File: config.mk
export PLATFORM = sky130hd
export DESIGN_NAME = srec_to_ahb_bridge
export DESIGN_NICKNAME = d
export VERILOG_FILES = /design/src/rtl/loader_pkg.sv /design/src/rtl/ahb_pkg.sv /design/src/rtl/srec_to_ahb_bridge.sv
export SDC_FILE = /design/constraint.sdc
export NUM_CORES = 1
export LEC_CHECK = 0
export BUFFER_PORTS_ARGS = -buffer_cell sky130_fd_sc_hd__buf_2
export CORE_UTILIZATION = 37
export DETAILED_ROUTE_END_ITERATION = 8
export PLACE_DENSITY = 0.78
export SKIP_CTS_REPAIR_TIMING = 1
export SKIP_LAST_GASP = 1
export SLEW_MARGIN = 15
export SYNTH_ARGS = -nofsm -noshare
export SYNTH_HDL_FRONTEND = slang
export SYNTH_SLANG_ARGS = --single-unit
File: constraint.sdc
create_clock -name clock -period 1.1 [get_ports clock]
set_input_delay 0 -clock clock [delete_from_list [all_inputs] [get_ports clock]]
set_output_delay 0 -clock clock [all_outputs]
set_load 0.01 [all_outputs]
File: src/rtl/loader_pkg.sv
package loader_pkg;

    // One byte write from the S-record parser.
    typedef struct packed {
        logic [31:0] address;
        logic [7:0]  data;
        logic        valid;
    } loader_write_t;

    // Load progress and sticky error flags.
    typedef struct packed {
        logic       in_progress;
        logic       format_error;
        logic       checksum_error;
        logic [7:0] error_location;
    } loader_status_t;

endpackage

File: src/rtl/ahb_pkg.sv
package ahb_pkg;

    // Transfer types used by this system.
    localparam logic [1:0] htrans_idle   = 2'b00;
    localparam logic [1:0] htrans_nonseq = 2'b10;

    // Transfer sizes.
    localparam logic [2:0] hsize_byte = 3'b000;
    localparam logic [2:0] hsize_half = 3'b001;
    localparam logic [2:0] hsize_word = 3'b010;

    // Master to slave. hwdata belongs to the data phase.
    typedef struct packed {
        logic [31:0] haddr;
        logic [1:0]  htrans;
        logic [2:0]  hsize;
        logic        hwrite;
        logic [31:0] hwdata;
    } ahb_req_t;

    // Slave to master.
    typedef struct packed {
        logic [31:0] hrdata;
        logic        hready;
        logic        hresp;
    } ahb_resp_t;

endpackage
File: src/rtl/srec_to_ahb_bridge.sv
`timescale 1ns/1ps

module srec_to_ahb_bridge (
    input  logic                      clock,
    input  logic                      reset,
    input  loader_pkg::loader_write_t write,
    input  ahb_pkg::ahb_resp_t        bus_resp,
    output ahb_pkg::ahb_req_t         bus_req
);

    logic        pending;
    logic [31:0] pending_address;
    logic [7:0]  pending_data;
    logic [7:0]  data_phase_byte;

    always_ff @(posedge clock) begin
        if (reset) begin
            pending <= 1'b0;
        end else if (write.valid) begin
            pending <= 1'b1;
        end else if (bus_resp.hready) begin
            pending <= 1'b0;
        end
    end

    always_ff @(posedge clock) begin
        if (write.valid) begin
            pending_address <= write.address;
            pending_data    <= write.data;
        end
    end

    // Byte moves into the data phase once the address phase is taken.
    always_ff @(posedge clock) begin
        if (pending && bus_resp.hready) begin
            data_phase_byte <= pending_data;
        end
    end

    always_comb begin
        bus_req.haddr  = pending_address;
        bus_req.htrans = pending ? ahb_pkg::htrans_nonseq : ahb_pkg::htrans_idle;
        bus_req.hsize  = ahb_pkg::hsize_byte;
        bus_req.hwrite = pending;
        bus_req.hwdata = {4{data_phase_byte}};
    end

endmodule

==> flow_summary.json <==
{
  "coreArea_um2": 4410,
  "finalPower_mw": 3.93,
  "cts_tree": "done",
  "io_pins": 147,
  "first_pass_iters": 4,
  "worstSetupPathType": "reg2reg",
  "hold_viol_final": 0,
  "synth-seq-area-share": 0.851,
  "synth_area_per_cell_um2": 20.4,
  "rsz0062_at_grt": "false",
  "worst-path-max-fanout": 8,
  "htreeDepth": 2,
  "placed_cell_area_um2": 2130,
  "grt_max_degree": 37,
  "dieArea_um2": 4920,
  "clkSinkCount": 49,
  "drt-wirelength-per-cell_um": 14.6,
  "synth_top_family_by_area": "buffers and inverters",
  "synth-simple-area-share": 0.00802,
  "core.rowCount": 24,
  "setup_tns_ns": 0,
  "pwr_density_cell_nw_per_um2": 1480,
  "synth-compound-area-share": 0.00510,
  "yosys-top-cells-area": "edfxtp_1 (84%), buf_4 (13%), dfxtp_1 (1.2%)",
  "drv_cap": 0,
  "finalWirelength_um": 3920,
  "grt_pass1_wl_um": 4220,
  "synth_xor_xnor_area_share": 0,
  "path_clk_slew_ns": 0.08,
  "cp-start-kind": "register",
  "grt_use_total": 0.117,
  "p_leak_nw": 1.17,
  "final.fill_count": 323,
  "critPathRequiredTime_ns": 1.08,
  "ant_nets": 0,
  "ctsLongestPathBuffers": 2,
  "slew_viol_final": 0,
  "gr-total-overflow": 0,
  "status": "complete, no violations",
  "crit_family": "flip-flops",
  "place.gp.congestion": 0.687,
  "drive_above_1_share": 0.551,
  "ff2ff_setup_slack_ns": 0.16,
  "netlist_area_um2": 1720,
  "rr_startpoint": "pending$_SDFFE_PP0P_",
  "start_util": 0.389,
  "avgViaCountPerCell": 4.19,
  "drc_errors": 0,
  "hold_path.class": "in2reg",
  "hold_start": "bus_resp[1]",
  "numCtsBuffers": 5,
  "port_buffers": 109,
  "synthCells": 84,
  "first_global_vias": 998,
  "critPathCaptureType": "register",
  "antenna_found_initial": 0,
  "fp.dieH_um": 70.1,
  "drtIter0Drc": 47,
  "path_cells": "and2_2",
  "vdd_ir_drop_max_v": 0.00156,
  "setup_viol_count_final": 0,
  "finClkSkew_ns": 0.00435,
  "synthAdderAreaFrac": 0,
  "fin_crit_ns": 0.945,
  "muxShareOfSynthArea": 0,
  "root_buffer": "clkbuf_8",
  "crit_start": "pending$_SDFFE_PP0P_",
  "final_nets": 292,
  "cp_slowest_stage_delay_ns": 0.37,
  "crit_arrival_ns": 0.92,
  "clkLatencyLatePin_ns": 0.28,
  "die_w_um": 70.1,
  "synth_top_area_share": 0.840,
  "clock.fmax_mhz": 1060,
  "ys_ff_latch": 49,
  "cp_num_buf_inv": 0,
  "cpMaxStageDelayCell": "dfxtp_1",
  "yosysTopAreaCell": "edfxtp_1",
  "antenna_cells": 0,
  "period_share": 0.859,
  "yosys_warnings": 0,
  "hold-worst-slack_ns": 0.0289,
  "ys_types": 8,
  "via_count": 1122,
  "area_delta_synth_final_pct": 54.7,
  "fin_area_um2": 2660
}
==> path summary, 6_finish.rpt <==
path	endpoint	depth (start not counted)
hold / removal	pending$_SDFFE_PP0P_	3
hold reg to reg	data_phase_byte[5]$_DFFE_PP_	0
setup reg to reg	data_phase_byte[7]$_DFFE_PP_	1
setup / recovery	data_phase_byte[7]$_DFFE_PP_	1
==> where the power goes <==
group          internal [mW]  switching (mW)  total [mW]
Sequential              2.20          0.0449        2.24
Combinational          0.247           0.216       0.464
Clock                  0.682           0.544        1.23
Total                   3.13           0.805        3.93
==> metrics by stage <==
| step | instances | setup WS (ns) | util |
|---|---|---|---|
| global placement | 219 | 0.185 | 0.483 |
| CTS | 227 | 0.151 | 0.509 |
| finish | 268 | 0.155 | 0.601 |
| floorplan | 87 | 0.231 | - |
| global route | 268 | 0.106 | 0.601 |
| detailed placement | 219 | 0.161 | 0.483 |
==> cells in the mapped netlist <==
library cell  number
buf_4             30
dfxtp_1            1
edfxtp_1          48
inv_1              1
conb_1             1
and2_2             1
nand2b_1           1
a21oi_2            1
==> cells by family (layout without fill, tap and decap cells) <==
family | after synthesis | count (layout)
flops | 49 | 49
buf+inv | 31 | 160
simple gates | 2 | 2
compound gates | 1 | 1
other cells | 1 | 4
==> registers in the layout, summed over array words and instances, names as in the netlist <==
register	flops
pending	1
pending_data	8
data_phase_byte	8
pending_address	32
==> layer usage <==
metal | part of all wire | wire length, µm | vias up | track usage
met5 | 0 | 0 | - | 0
met3 | 0.12 | 467 | 6 | 0.0750
met4 | 0.019 | 74 | 0 | 0.0733
li1 | - | - | 527 | -
met2 | 0.51 | 1990 | 91 | 0.197
met1 | 0.35 | 1390 | 498 | 0.101
==> layout by cell type (no fill, tap or decap), types with 4 or more instances in the layout <==
| cell type | instances |
|---|---|
| conb_1 | 4 |
| clkbuf_8 | 5 |
| buf_2 | 109 |
| dlygate4sd3_1 | 41 |
| edfxtp_1 | 48 |
==> worst min-delay path: stages <==
cell and delay [ns]:
buf_2 0.08, nand2b_1 0.13, a21oi_2 0.06
==> layout make-up <==
cell class                 instances  area [µm²]  area share
tap                               52        65.1      0.0245
multi-input combinational          7        37.5      0.0141
clock buffer                       6        72.6      0.0273
clock inverter                     2        38.8      0.0146
timing repair buffer             151         976       0.368
sequential                        49        1460       0.550
inverter                           1        3.75     0.00141
(Power assumes the default switching activity.)
