==> config.mk <==
export PLATFORM = sky130hd
export DESIGN_NAME = srec_parser
export DESIGN_NICKNAME = d
export VERILOG_FILES = /design/src/rtl/loader_pkg.sv /design/src/rtl/srec_parser.sv
export SDC_FILE = /design/constraint.sdc
export NUM_CORES = 1
export LEC_CHECK = 0
export ABC_CLOCK_PERIOD_IN_PS = 11600
export BUFFER_PORTS_ARGS = -buffer_cell sky130_fd_sc_hd__buf_4
export CAP_MARGIN = 20
export CELL_PAD_IN_SITES_DETAIL_PLACEMENT = 0
export CELL_PAD_IN_SITES_GLOBAL_PLACEMENT = 1
export CORE_ASPECT_RATIO = 1.4
export CORE_UTILIZATION = 30
export CTS_CLUSTER_DIAMETER = 80
export DETAILED_ROUTE_END_ITERATION = 10
export GPL_ROUTABILITY_DRIVEN = 0
export GPL_TIMING_DRIVEN = 0
export PLACE_DENSITY = 0.52
export SLEW_MARGIN = 10
export SYNTH_ARGS = -nofsm -noshare
export SYNTH_HDL_FRONTEND = slang
export SYNTH_SLANG_ARGS = --single-unit
==> constraint.sdc <==
create_clock -name clock -period 11.6 [get_ports clock]
set_clock_uncertainty 0.1 [all_clocks]
set_input_delay 1.74 -clock clock [delete_from_list [all_inputs] [get_ports clock]]
set_output_delay 1.74 -clock clock [all_outputs]
set_load 0.02 [all_outputs]
==> src/rtl/loader_pkg.sv <==
package loader_pkg;

    // One byte write from the S-record parser.
    typedef struct packed {
        logic [31:0] address;
        logic [7:0]  data;
        logic        valid;
    } loader_write_t;

    // Load progress and sticky error flags.
    typedef struct packed {
        logic       in_progress;
        logic       format_error;
        logic       checksum_error;
        logic [7:0] error_location;
    } loader_status_t;

endpackage

==> src/rtl/srec_parser.sv <==
`timescale 1ns/1ps

module srec_parser (
    input  logic                       clock,
    input  logic                       reset,
    input  logic [7:0]                 char_data,
    input  logic                       char_ready,
    output loader_pkg::loader_write_t  write,
    output loader_pkg::loader_status_t status
);

    typedef enum logic [2:0] {
        st_idle, st_type, st_count, st_address, st_data, st_checksum, st_halt
    } state_t;

    state_t      state;
    logic        is_hex;
    logic [3:0]  hex_value;
    logic        second_digit;
    logic [3:0]  high_nibble;
    logic [7:0]  field_byte;
    logic [7:0]  sum;
    logic [7:0]  next_sum;
    logic [7:0]  bytes_left;
    logic [2:0]  address_bytes;
    logic [2:0]  address_left;
    logic [31:0] address;
    logic        data_record;
    logic        end_record;
    logic [7:0]  record_index;
    logic        type_known;
    logic [2:0]  type_address_bytes;
    logic        type_data;
    logic        type_end;
    logic        format_fault;
    logic        write_valid;
    logic [31:0] write_address;
    logic [7:0]  write_data;

    always_comb begin
        is_hex    = 1'b1;
        hex_value = '0;
        if (char_data >= "0" && char_data <= "9") begin
            hex_value = 4'(char_data - 8'h30);
        end else if (char_data >= "A" && char_data <= "F") begin
            hex_value = 4'(char_data - 8'h37);
        end else if (char_data >= "a" && char_data <= "f") begin
            hex_value = 4'(char_data - 8'h57);
        end else begin
            is_hex = 1'b0;
        end
    end

    assign field_byte = {high_nibble, hex_value};
    assign next_sum   = sum + field_byte;

    // Address width and role of each record type.
    always_comb begin
        type_known         = 1'b1;
        type_address_bytes = 3'd2;
        type_data          = 1'b0;
        type_end           = 1'b0;
        case (char_data)
            "0": type_known = 1'b1;
            "1": type_data = 1'b1;
            "2": begin
                type_address_bytes = 3'd3;
                type_data          = 1'b1;
            end
            "3": begin
                type_address_bytes = 3'd4;
                type_data          = 1'b1;
            end
            "7": begin
                type_address_bytes = 3'd4;
                type_end           = 1'b1;
            end
            "8": begin
                type_address_bytes = 3'd3;
                type_end           = 1'b1;
            end
            "9": type_end = 1'b1;
            default: type_known = 1'b0;
        endcase
    end

    always_comb begin
        format_fault = 1'b0;
        if (char_ready) begin
            case (state)
                st_idle: format_fault = status.in_progress && char_data != "S"
                                        && char_data != 8'h0d && char_data != 8'h0a;
                st_type: format_fault = !type_known;
                st_count: format_fault = !is_hex
                                         || (second_digit && field_byte <= {5'b0, address_bytes});
                st_address, st_data, st_checksum: format_fault = !is_hex;
                default: format_fault = 1'b0;
            endcase
        end
    end

    always_ff @(posedge clock) begin
        if (reset) begin
            state        <= st_idle;
            second_digit <= 1'b0;
            record_index <= '0;
            write_valid  <= 1'b0;
            status       <= '0;
        end else begin
            write_valid <= 1'b0;
            if (format_fault) begin
                state                 <= st_halt;
                status.in_progress    <= 1'b0;
                status.format_error   <= 1'b1;
                status.error_location <= record_index;
            end else if (char_ready) begin
                case (state)
                    st_idle: begin
                        if (char_data == "S") begin
                            state <= st_type;
                            if (!status.in_progress) begin
                                status.in_progress <= 1'b1;
                                record_index       <= '0;
                            end
                        end
                    end
                    st_type: begin
                        state         <= st_count;
                        second_digit  <= 1'b0;
                        sum           <= '0;
                        address_bytes <= type_address_bytes;
                        data_record   <= type_data;
                        end_record    <= type_end;
                    end
                    st_count, st_address, st_data, st_checksum: begin
                        if (!second_digit) begin
                            high_nibble  <= hex_value;
                            second_digit <= 1'b1;
                        end else begin
                            second_digit <= 1'b0;
                            sum          <= next_sum;
                            case (state)
                                st_count: begin
                                    bytes_left   <= field_byte;
                                    address      <= '0;
                                    address_left <= address_bytes;
                                    state        <= st_address;
                                end
                                st_address: begin
                                    address      <= {address[23:0], field_byte};
                                    bytes_left   <= bytes_left - 1'b1;
                                    address_left <= address_left - 1'b1;
                                    if (address_left == 3'd1) begin
                                        state <= (bytes_left == 8'd2) ? st_checksum : st_data;
                                    end
                                end
                                st_data: begin
                                    write_valid <= data_record;
                                    address     <= address + 1'b1;
                                    bytes_left  <= bytes_left - 1'b1;
                                    if (bytes_left == 8'd2) begin
                                        state <= st_checksum;
                                    end
                                end
                                default: begin
                                    if (next_sum != 8'hff) begin
                                        state                 <= st_halt;
                                        status.in_progress    <= 1'b0;
                                        status.checksum_error <= 1'b1;
                                        status.error_location <= record_index;
                                    end else begin
                                        state        <= st_idle;
                                        record_index <= record_index + 1'b1;
                                        if (end_record) begin
                                            status.in_progress <= 1'b0;
                                        end
                                    end
                                end
                            endcase
                        end
                    end
                    // Halted until reset.
                    default: state <= st_halt;
                endcase
            end
        end
    end

    always_ff @(posedge clock) begin
        if (char_ready && is_hex && second_digit && state == st_data) begin
            write_address <= address;
            write_data    <= field_byte;
        end
    end

    assign write = '{address: write_address, data: write_data, valid: write_valid};

endmodule

==> results.toml <==
[status]
run_status = "completed"

[timing]
setup-violations-final = 0
slew_limit_fails = 0
worst_slack_ns = 5.24
rsz0062_at_grt = "no"
clock.fmax_mhz = 157
layout_worst_path_cycle_share = 0.548
timing.final.hold_violations = 0
timing_worst_slew_pin_value_ns = 1.09
post-route-min-period_ns = 6.36
maxSlewHeadroom = 0.265

[global_routing]
first_pass_grt_wire_length_mm = 25.3
global_route.peak_usage_layer = "met2"
antenna_found_initial = 0
grt_use_met1 = 0.164
via_count_of_the_first_global_routing_pass = 4734
gr-usage-all-layers = 0.151
global_route.usage.met3 = 0.0327
grt_start_max_net_pins = 36
gr-total-overflow = 0
grtUsageMet2 = 0.278

[critical_path]
critical_path_cell_count = 18
timing.reg2reg.setup_slack_ns = 7.97
r2r_start = "state[1]"
regToRegEndpoint = "bytes_left[4]"
path_class = "input port to register"
slowest_stage = "nor4b_2"
crit_path_max_fanout = 8
timing.critical_path.max_delay_family = "simple AND/OR/NAND/NOR gates"
critical_path.endpoint = "bytes_left[4]"
cp_data_arrival_time_ns = 6.39
crit_path_start = "char_data[0]"
crit_required_ns = 11.63
crit_path_cell_trace = "buf_4 > inv_1 > ha_1 > inv_1 > o311a_2 > a22oi_1 > inv_1 > ha_1 > nor2b_1 > o21ai_0 > a32oi_1 > nor4_2 > or3b_1 > buf_2 > nor4b_2 > buf_4 > buf_4 > buf_4"
cp.buffers_inverters = 8
ff2ff_path_depth = 10
worst_stage_delay_on_the_critical_path_ns = 0.76
crit_path_end_kind = "register"
worst_path_most_repeated_cell = "buf_4"
startpoint_type = "input port"

[clock_tree]
cts_setup_buffers = 0
clock_path_buffers = 2
clock_sinks = 124
clock_transition_time_at_the_flip_flop_clock_pins_of_the_worst_setup_and_hold_paths_ns = 0.06
ctsResizeCount = 0
cts_hold_buf = 0
clk-insertion-delay-late_ns = 0.42
clockRootBuffer = "clkbuf_16"
cts_htree_levels = 4
cts-buffers-inserted = 17
cts_tree = "built"

[yosys]
post_synth_instance_area_mm2 = 0.00631
netlist.area_leader.share = 0.476
synth_warnings = 0
synth_area_leader = "edfxtp_1"
ys_dominant_reg_cell = "edfxtp_1"
synth.lib_cells_used.distinct = 64
synthTopCellsByArea = "edfxtp_1 (48%), dfxtp_1 (7.6%), nand2_1 (4.2%)"
avgSynthCellArea_um2 = 10.8
seq_area_frac_synth = 0.552
ys_async_sr_fraction = 0
synth_cells = 584
ys_seq_elements = 124
synth-edff-count = 100
mappedNetlistNets = 616

[placed_design]
io_buffer_count = 61
postPlaceCellArea_mm2 = 0.00717
placed_cells_incl_taps = 909
pre_cts_ws_ns = 4.77
place_hpwl_mm = 11.7

[pwr]
power.density_cell_area_mw_per_mm2 = 180
netSwitchingPower_mw = 0.422
power.combinational.fraction = 0.219
peakVddDrop_mv = 0.0993
seq_power_share = 0.382
netSwitchingFraction = 0.301
design_power_total_mw = 1.40
internal-power_mw = 0.982
power.static_leakage_nw = 2.83
clock_power_share = 0.399

[layout]
stdcell_area_mm2 = 0.00779
layout-area-overhead-vs-synth_pct = 23.4
fillerInstances = 2050
layout-drive-gt1-share = 0.177
layout.cells.most_common = "edfxtp_1"
multi_input_comb_area_mm2 = 0.00265
layoutNonFillerInstCount = 941
nNetsFinal = 704
ff_latch_area_mm2 = 0.00348
most-common-layout-cells = "edfxtp_1 (100), nand2_1 (70), buf_4 (68)"
antenna_cell_count = 0
layout.core_utilization = 0.379

[routing]
wire_per_inst_um = 16.6
route.vias.total = 4665
drt_drc_violations_left = 0
totalWireLength_mm = 15.6
firstDrtPassIters = 5
post_drt_via_cell_ratio = 4.96
drt_first_iter_violations = 232
antenna_left = 0

[floorplan]
coreArea_mm2 = 0.0206
floorplan.die_area_mm2 = 0.0216
ioPinCount = 63
initial_utilization = 0.307
dieWidth_um = 125
placement_rows = 62
die_y_um = 174

[run]
maxCapViolCount = 0

[min_path]
min_path_type = "register to register"
[per-stage QoR]
step                      TNS (ns)  hold slack [ns]
final                            0            0.347
after global routing             0            0.383
after CTS                        0            0.353
after detailed placement         0            0.343
after global placement      -34.06            0.336
after floorplan                  0            0.343
[how the worst min path moves through the flow]
stage	slack, ns	startpoint	cells past startpoint	end
5_1_grt	0.38	status[9]	2	status[9]
6_report	0.35	status[9]	2	status[9]
3_3_place_gp	0.34	status[9]	2	status[9]
3_5_place_dp	0.34	status[9]	2	status[9]
2_1_floorplan	0.34	data_record	1	write_valid
4_1_cts	0.35	status[9]	2	status[9]
[power groups by stage]
stage	Sequential [mW]	Clock (mW)	Combinational, mW
after floorplan	0.542	0	0.216
after CTS	0.536	0.576	0.313
after detailed placement	0.545	0	0.313
final	0.536	0.560	0.308
after global placement	0.546	0	0.304
after global routing	0.539	0.590	0.343
[routing by layer]
| metal | wire length [um] | vias to the layer above |
|---|---|---|
| met5 | 0 | - |
| met4 | 233 | 0 |
| met3 | 455 | 17 |
| met2 | 8620 | 87 |
| met1 | 6340 | 2269 |
| li1 | - | 2292 |
[state kept, by name (all words and copies together), names as in the netlist, 4 cells and up]
name and count:
address 32, write_address 32, status 11, bytes_left 8, record_index 8, sum 8, write_data 8, high_nibble 4
[tightest hold or removal path: cells and delay by family (launching register included)]
family          cells  cell delay, ns
buf+inv             1            0.05
compound gates      1            0.05
flops               1            0.31
[Yosys cell counts, drive strengths merged, types with 3 or more instances]
cell type and number:
nor3 10, a31o 3, edfxtp 100, nor2 45
inv 23, nor4b 4, dfxtp 24, nand3b 5
and2 4, o21bai 3, a21oi 14, xor2 26
o21ai 49, or2 4, clkbuf 18, nor4 8
nand4 9, and4 4, or3 4, xnor2 16
nor2b 6, mux2i 15, nand2b 24, a31oi 6
and3 8, ha 20, nand2 70, nand3 19
buf 5
[layout make-up]
cell class	instances	area share
flip-flops and latches	124	0.447
multi-input cells	414	0.340
repair buffers	69	0.0678
clock buffers	17	0.0546
well taps	256	0.0411
clock inverters	15	0.0254
plain buffers	23	0.0130
inverters	23	0.0111
[kinds of logic after synthesis]
kind of cell    after synthesis  share of synthesized area
compound gates              104                      0.103
xor+xnor                     42                     0.0583
fa+ha+maj                    21                     0.0428
buf+inv                      46                     0.0297
flops                       124                      0.552
mux                          16                     0.0256
simple gates                231                      0.189
Power figures use the tool's default switching activity.
