[src/rtl/uart_receiver.sv]
`timescale 1ns/1ps

module uart_receiver #(
    parameter int clks_per_bit = 434
) (
    input  logic       clock,
    input  logic       reset,
    input  logic       rx,
    output logic [7:0] byte_data,
    output logic       byte_ready
);

    localparam int count_bits = $clog2(clks_per_bit + 1);
    localparam logic [count_bits-1:0] last_count = count_bits'(clks_per_bit - 1);
    localparam logic [count_bits-1:0] half_count = count_bits'(clks_per_bit / 2 - 1);

    typedef enum logic [1:0] {st_idle, st_start, st_data, st_stop} state_t;

    state_t                state;
    logic                  rx_meta;
    logic                  rx_sync;
    logic                  rx_prev;
    logic [count_bits-1:0] count;
    logic [2:0]            bit_index;

    always_ff @(posedge clock) begin
        if (reset) begin
            rx_meta <= 1'b1;
            rx_sync <= 1'b1;
            rx_prev <= 1'b1;
        end else begin
            rx_meta <= rx;
            rx_sync <= rx_meta;
            rx_prev <= rx_sync;
        end
    end

    always_ff @(posedge clock) begin
        if (reset) begin
            state      <= st_idle;
            count      <= '0;
            bit_index  <= '0;
            byte_ready <= 1'b0;
        end else begin
            byte_ready <= 1'b0;
            case (state)
                st_idle: begin
                    count <= '0;
                    if (rx_prev && !rx_sync) begin
                        state <= st_start;
                    end
                end
                st_start: begin
                    // Glitches shorter than half a bit are dropped here.
                    if (count == half_count) begin
                        count     <= '0;
                        bit_index <= '0;
                        state     <= rx_sync ? st_idle : st_data;
                    end else begin
                        count <= count + 1'b1;
                    end
                end
                st_data: begin
                    if (count == last_count) begin
                        count     <= '0;
                        bit_index <= bit_index + 1'b1;
                        if (bit_index == 3'd7) begin
                            state <= st_stop;
                        end
                    end else begin
                        count <= count + 1'b1;
                    end
                end
                default: begin
                    if (count == last_count) begin
                        state      <= st_idle;
                        byte_ready <= rx_sync;
                    end else begin
                        count <= count + 1'b1;
                    end
                end
            endcase
        end
    end

    // LSB first.
    always_ff @(posedge clock) begin
        if (state == st_data && count == last_count) begin
            byte_data <= {rx_sync, byte_data[7:1]};
        end
    end

endmodule

[config.mk]
export PLATFORM = sky130hd
export DESIGN_NAME = uart_receiver
export DESIGN_NICKNAME = d
export VERILOG_FILES = /design/src/rtl/uart_receiver.sv
export SDC_FILE = /design/constraint.sdc
export NUM_CORES = 1
export LEC_CHECK = 0
export BUFFER_PORTS_ARGS = -buffer_cell sky130_fd_sc_hd__buf_2
export CAP_MARGIN = 20
export CORE_MARGIN = 2
export CORE_UTILIZATION = 45
export DETAILED_ROUTE_END_ITERATION = 10
export HOLD_SLACK_MARGIN = 0.06
export PLACE_DENSITY = 0.65
export RECOVER_POWER = 25
export SLEW_MARGIN = 0
export SYNTH_ARGS = -nofsm -noshare
export SYNTH_HDL_FRONTEND = slang
export SYNTH_SLANG_ARGS = --single-unit
[constraint.sdc]
create_clock -name clock -period 4.6 [get_ports clock]
set_input_delay 0.46 -clock clock [delete_from_list [all_inputs] [get_ports clock]]
set_output_delay 0.46 -clock clock [all_outputs]
set_load 0.01 [all_outputs]
==> results of run 1 <==
final cells by class:
type / count / area, um^2
Clock buffer: 3 / 22.5
Fill cell: 238 / 1300
Clock inverter: 1 / 30.0
Multi-Input combinational cell: 78 / 596
Timing Repair Buffer: 12 / 61.3
Tap cell: 31 / 38.8
Inverter: 9 / 33.8
Sequential cell: 26 / 601
metrics by stage:
step / instances / instance area (um^2)
after floorplan: 115 / 1240
after global placement: 156 / 1330
after detailed placement: 156 / 1330
after CTS: 160 / 1380
after global routing: 160 / 1380
final: 160 / 1380
how the worst min path moves through the flow:
stage / from / endpoint
global route: rx / rx_meta$_SDFF_PP1_
global placement: rx_meta$_SDFF_PP1_ / rx_sync$_SDFF_PP1_
CTS: rx / rx_meta$_SDFF_PP1_
detailed placement: rx_meta$_SDFF_PP1_ / rx_sync$_SDFF_PP1_
floorplan: rx_meta$_SDFF_PP1_ / rx_sync$_SDFF_PP1_
finish: rx / rx_meta$_SDFF_PP1_
routing by layer:
metal,up-vias,wire [um],GRT usage
met2,15,996,0.241
met5,-,0,0
met1,399,1070,0.212
met4,0,53,0.0714
li1,448,-,-
met3,6,53,0.0276
cells by family after synthesis:
family / after synthesis / synth area share
mux: 1 / 0.00809
simple gates: 43 / 0.219
buf+inv: 11 / 0.0334
fa+ha+maj: 9 / 0.0910
flops: 26 / 0.485
compound gates: 19 / 0.120
xor+xnor: 6 / 0.0425
sequential cells by signal (all words and copies together) (netlist names):
signal      cells
bit_index       3
byte_data       8
byte_ready      1
count           9
rx_meta         1
rx_prev         1
rx_sync         1
state           2
power by group through the flow:
stage / clock, uW / sequential, uW / combinational, uW
finish: 158 / 252 / 102
global route: 172 / 254 / 117
CTS: 161 / 252 / 103
detailed placement: 0 / 257 / 102
global placement: 0 / 256 / 101
floorplan: 0 / 255 / 82.7
worst max-delay path, cell delays in order (launching register included):
cell     delay [ns]
dfxtp_1        0.43
inv_1          0.09
ha_1           0.26
or3_1          0.42
nor3_2         0.35
nor4_4         0.10
nor3_1         0.20
placed cells by master (no fill, tap or decap), types with 4 or more instances in the layout:
cell type | synthesis | final
edfxtp_1 | 8 | 8
buf_2 | 0 | 10
nand3_1 | 6 | 6
ha_1 | 9 | 9
dfxtp_1 | 18 | 18
nor3_1 | 11 | 11
inv_1 | 9 | 9
nand2b_1 | 5 | 5
xnor2_1 | 4 | 4
nor2_1 | 4 | 4
==> impl_metrics.tcl, run 1 <==
set metrics [dict create \
    status "finished, final reports clean" \
    initial_utilization 0.461 \
    clockBufferDepth 2 \
    crit_type "flop to flop" \
    ant_nets 0 \
    synthesis.area_mm2 0.00124 \
    drv_slew 0 \
    syn_inst 115 \
    postCtsSetupBuffers 0 \
    cts_tree "built" \
    hold_viol_final 0 \
    dp_slack_ns 2.69 \
    critical_path_required_ns 4.85 \
    fp.dieArea_mm2 0.00319 \
    max_freq_ghz 0.515 \
    r2r_slack_ns 2.66 \
    grt_start_max_net_pins 22 \
    whs_path_depth 2 \
    swShare 0.281 \
    first_pass_iters 4 \
    dp_hpwl_mm 1.60 \
    layout_setup_ws_ns 2.66 \
    p_switching_uw 144 \
    totalPowerFinal_uw 513 \
    cts_sinks 26 \
    setup_viol 0 \
    cts-hold-fix-buffers 0 \
    critPathLaunch "state[0]$_SDFFE_PP0P_" \
    ys_ff_latch 26 \
    gp_congestion 0.763 \
    dieHeight_um 56.4 \
    yosysTopAreaCellShare 0.291 \
    p_leak_uw 0.000486 \
    fin_tns_setup_ns 0 \
    clock_power_share 0.309 \
    cts_buffers 3 \
    async_flop_share 0 \
    rsz0062_at_grt "no" \
    drc 0 \
    finalCriticalPeriod_ns 1.94 \
    ys.flop_type "dfxtp_1" \
    r2r-end "count[8]$_SDFFE_PP0P_" \
    path_clk_slew_ns 0.15 \
    clock_skew_ns 0.00868 \
    drive_gt1_frac 0.178 \
    ir_drop_v 0.000203 \
    coreArea_mm2 0.00269 \
    cts_max_level 1 \
    p_int_uw 369 \
    viasPerCell 5.43 \
    row_count 19 \
    end_kind "flop" \
    utilization 0.515 \
    crit_path_max_fanout 6 \
    clockRootBuffer "clkbuf_4" \
    worstSetupEndpoint "count[8]$_SDFFE_PP0P_" \
    final_nets 142 \
    clk_latency_ns 0.33 \
    syn_nets 127 \
    grt_pass1_vias 863 \
    drtIter0Drc 18 \
    post-synth-top-count-cell "dfxtp_1" \
    synthTopCellsByArea "dfxtp_1 (29%), edfxtp_1 (19%), ha_1 (9.1%)" \
    dieWidth_um 56.4 \
    fin_hold_ws_ns 0.298 \
    relSlewSlack 0.475 \
    r2r-start "state[0]$_SDFFE_PP0P_" \
    period_share 0.422 \
    ys_types 35 \
    postSynthAreaPerCell_um2 10.8 \
    grt_first_pass_wirelength_mm 3.98 \
    grt.total_usage 0.156 \
    synth_common_cells "dfxtp_1 (18), nor3_1 (11), ha_1 (9), inv_1 (9), edfxtp_1 (8)" \
    synth-seq-area-share 0.485 \
    pwr-share-seq 0.491 \
    cp.arrival_ns 2.19 \
    critical_path.startpoint_type "flop" \
    power.density_mw_per_mm2 371 \
    hold_path_class "input port to flop" \
    worstMarginPinSlew_ns 0.788 \
    io_buffers 11 \
    antenna_found_initial 0 \
    wl_per_cell_um 13.6 \
    io_pins 12 \
    p_comb_frac 0.200 \
    synth_edf_count 8 \
    vias 868 \
    yosys_warnings 0 \
    reg2reg_depth 6 \
    totalWireLength_mm 2.17 \
    synth_top_cell_by_area "dfxtp_1" \
    area_delta_synth_final_pct 11.7 \
    ctsResizeCount 0 \
    maxCapViolCount 0 \
    n_antenna_cell 0 \
    gr-total-overflow 0 \
]
Note: power is estimated with default switching activity, not from simulation.
==> run 2, diff against run 1 <==
- ABC_AREA: default -> 1
- PLACE_DENSITY: 0.65 -> 0.68
- clock period: 4.6 -> 1.56 ns (I/O delays scaled with it)
==> run 2 against run 1 <==
Largest power group unchanged; fmax rose by 31%; critical path depth rose by 1; sequential share of layout area fell by 0.99 points; design area rose by 3.6%; combinational power rose to 2.6 times the previous value; largest cell class unchanged; highest routed layer unchanged; worst hold slack improved by 0.13 ns; sequential cell count did not move; clock skew fell by 0.0052 ns; total power rose to 2.8 times the previous value.
==> impl_metrics.tcl, run 2 <==
set metrics [dict create \
    status "finished, final reports clean" \
    totalWireLength_mm 2.18 \
    layout_setup_ws_ns 0.0806 \
    hold_viol_final 0 \
    r2r-start "state[0]$_SDFFE_PP0P_" \
    viasPerCell 4.84 \
    clock_skew_ns 0.00351 \
    largest_reg_flops 9 \
    drc 0 \
    gr-total-overflow 0 \
    ir_drop_v 0.000623 \
    synth_common_cells "nand2_1 (28), nor2_1 (19), dfxtp_1 (18)" \
    syn_nets 147 \
    crit_path_max_fanout 5 \
    synth_xor_area_frac 0.0519 \
    async_flop_share 0 \
    power.density_mw_per_mm2 1010 \
    synthTopCellsByArea "dfxtp_1 (31%), edfxtp_1 (20%), ha_1 (9.5%)" \
    end_kind "flop" \
    area_delta_synth_final_pct 21.3 \
    r2r-end "count[7]$_SDFFE_PP0P_" \
    p_leak_uw 0.000576 \
    vias 915 \
    whs_path_depth 1 \
    crit_type "flop to flop" \
    critical_path.startpoint_type "flop" \
    syn_inst 135 \
    ys_types 19 \
    synthAdderAreaFrac 0.0953 \
    r2r_slack_ns 0.08 \
    grt_pass1_vias 785 \
    synthMuxAreaShare 0 \
    path_clk_slew_ns 0.14 \
    wl_per_cell_um 11.5 \
    synth_top_cell_by_area "dfxtp_1" \
    relSlewSlack 0.803 \
    cts_max_level 1 \
    dieWidth_um 55.2 \
    ys_ff_latch 26 \
    min_from "rx_meta$_SDFF_PP1_" \
    drive_gt1_frac 0.258 \
    synth_top_family_by_area "simple AND/OR/NAND/NOR gates" \
    row_count 18 \
    maxCapViolCount 0 \
    drv_slew 0 \
    n_antenna_cell 0 \
    postSynthAreaPerCell_um2 8.75 \
    initial_utilization 0.477 \
    final_nets 172 \
    fp.dieArea_mm2 0.00305 \
    cts_sinks 26 \
    finalCriticalPeriod_ns 1.48 \
    yosys_warnings 0 \
    mostFrequentLayoutCell "nand2_1" \
    worstMarginPinSlew_ns 0.293 \
    design_area_mm2 0.00143 \
    dp_slack_ns -0.0365 \
    synth-seq-area-share 0.508 \
    clk_latency_ns 0.31 \
    post-synth-top-count-cell "nand2_1" \
    max_freq_ghz 0.676 \
    antenna_found_initial 0 \
    period_share 0.948 \
    ys.flop_type "dfxtp_1" \
    top_register "count" \
    ant_nets 0 \
    io_buffers 11 \
    critical_path_required_ns 1.82 \
    dieHeight_um 55.2 \
    grt_start_max_net_pins 16 \
    hold_path_class "flop to flop" \
    first_pass_iters 6 \
    grt.total_usage 0.133 \
    io_pins 12 \
    cts_buffers 3 \
    synth_compound_area_frac 0.0561 \
    fin_hold_ws_ns 0.427 \
    top_regs "count x9, byte_data x8, bit_index x3" \
    dp_hpwl_mm 1.47 \
    postPlaceCellArea_mm2 0.00129 \
    synth_edf_count 8 \
    cts_tree "built" \
    gp_congestion 0.878 \
    fin_tns_setup_ns 0 \
    clockRootBuffer "clkbuf_4" \
    grt_first_pass_wirelength_mm 3.32 \
    synthesis.area_mm2 0.00118 \
    reg2reg_depth 7 \
    synth-simple-area-share 0.234 \
    setup_viol 0 \
    min_to "rx_sync$_SDFF_PP1_" \
    layout_common_cells "nand2_1 (26), nor2_1 (18), inv_1 (14), dfxtp_1 (14), buf_2 (10)" \
    drtIter0Drc 32 \
    yosysTopAreaCellShare 0.305 \
    cp.arrival_ns 1.74 \
    clockBufferDepth 2 \
    coreArea_mm2 0.00248 \
]
[run 2: how the worst max path moves through the flow]
stage / from / endpoint / cells after the start
global placement: state[1]$_SDFFE_PP0P_ / count[5]$_SDFFE_PP0P_ / 7
floorplan: count[0]$_SDFFE_PP0P_ / byte_data[0]$_DFFE_PP_ / 5
finish: state[0]$_SDFFE_PP0P_ / count[7]$_SDFFE_PP0P_ / 7
detailed placement: state[1]$_SDFFE_PP0P_ / count[7]$_SDFFE_PP0P_ / 7
global route: state[0]$_SDFFE_PP0P_ / count[7]$_SDFFE_PP0P_ / 7
CTS: state[0]$_SDFFE_PP0P_ / state[1]$_SDFFE_PP0P_ / 7
[run 2: cell type report]
| type | count | area [um^2] |
|---|---|---|
| Clock inverter | 1 | 30.0 |
| Clock buffer | 3 | 22.5 |
| Inverter | 17 | 68.8 |
| Fill cell | 224 | 1040 |
| Tap cell | 30 | 37.5 |
| Sequential cell | 26 | 608 |
| Multi-Input combinational cell | 93 | 547 |
| Timing Repair Buffer | 19 | 119 |
[run 2: stage by stage]
step / total power (uW) / util / cells
global route: 1520 / 0.578 / 189
floorplan: 895 / - / 135
CTS: 1400 / 0.548 / 184
detailed placement: 936 / 0.520 / 178
global placement: 933 / 0.520 / 178
finish: 1450 / 0.578 / 189
[run 2: timing repair]
item,4_1_cts,5_1_grt
hold endpoints to repair,1,1
setup buffers,1,3
pin swaps,1,5
gates resized for setup,0,15
setup endpoints to repair,10,22
hold buffers,1,1
cloned,0,1
[run 2: layer usage]
metal  track usage  vias up  share of wire
li1              -      478              -
met1         0.173      412           0.46
met2         0.224       23           0.49
met3        0.0211        2          0.037
met4        0.0488        0         0.0087
met5             0        -              0
[run 2: logic make-up (layout without fill, tap and decap cells)]
logic type	after synthesis	count (layout)
compound gates	11	12
simple gates	65	65
flops	26	26
fa+ha+maj	9	9
xor+xnor	7	7
buf+inv	17	40
[run 2: report_power, final]
group          switching (uW)  leakage [uW]  internal [uW]
Combinational             161      0.000329            102
Clock                     194     0.0000279            260
Sequential               19.2      0.000220            715
[run 2: critical path, cell delays in order (launching register included)]
cell	delay, ns
dfxtp_4	0.39
inv_1	0.06
ha_2	0.21
nor2_2	0.17
nand4_1	0.15
nand2_1	0.20
o21ai_4	0.11
nor2_1	0.13
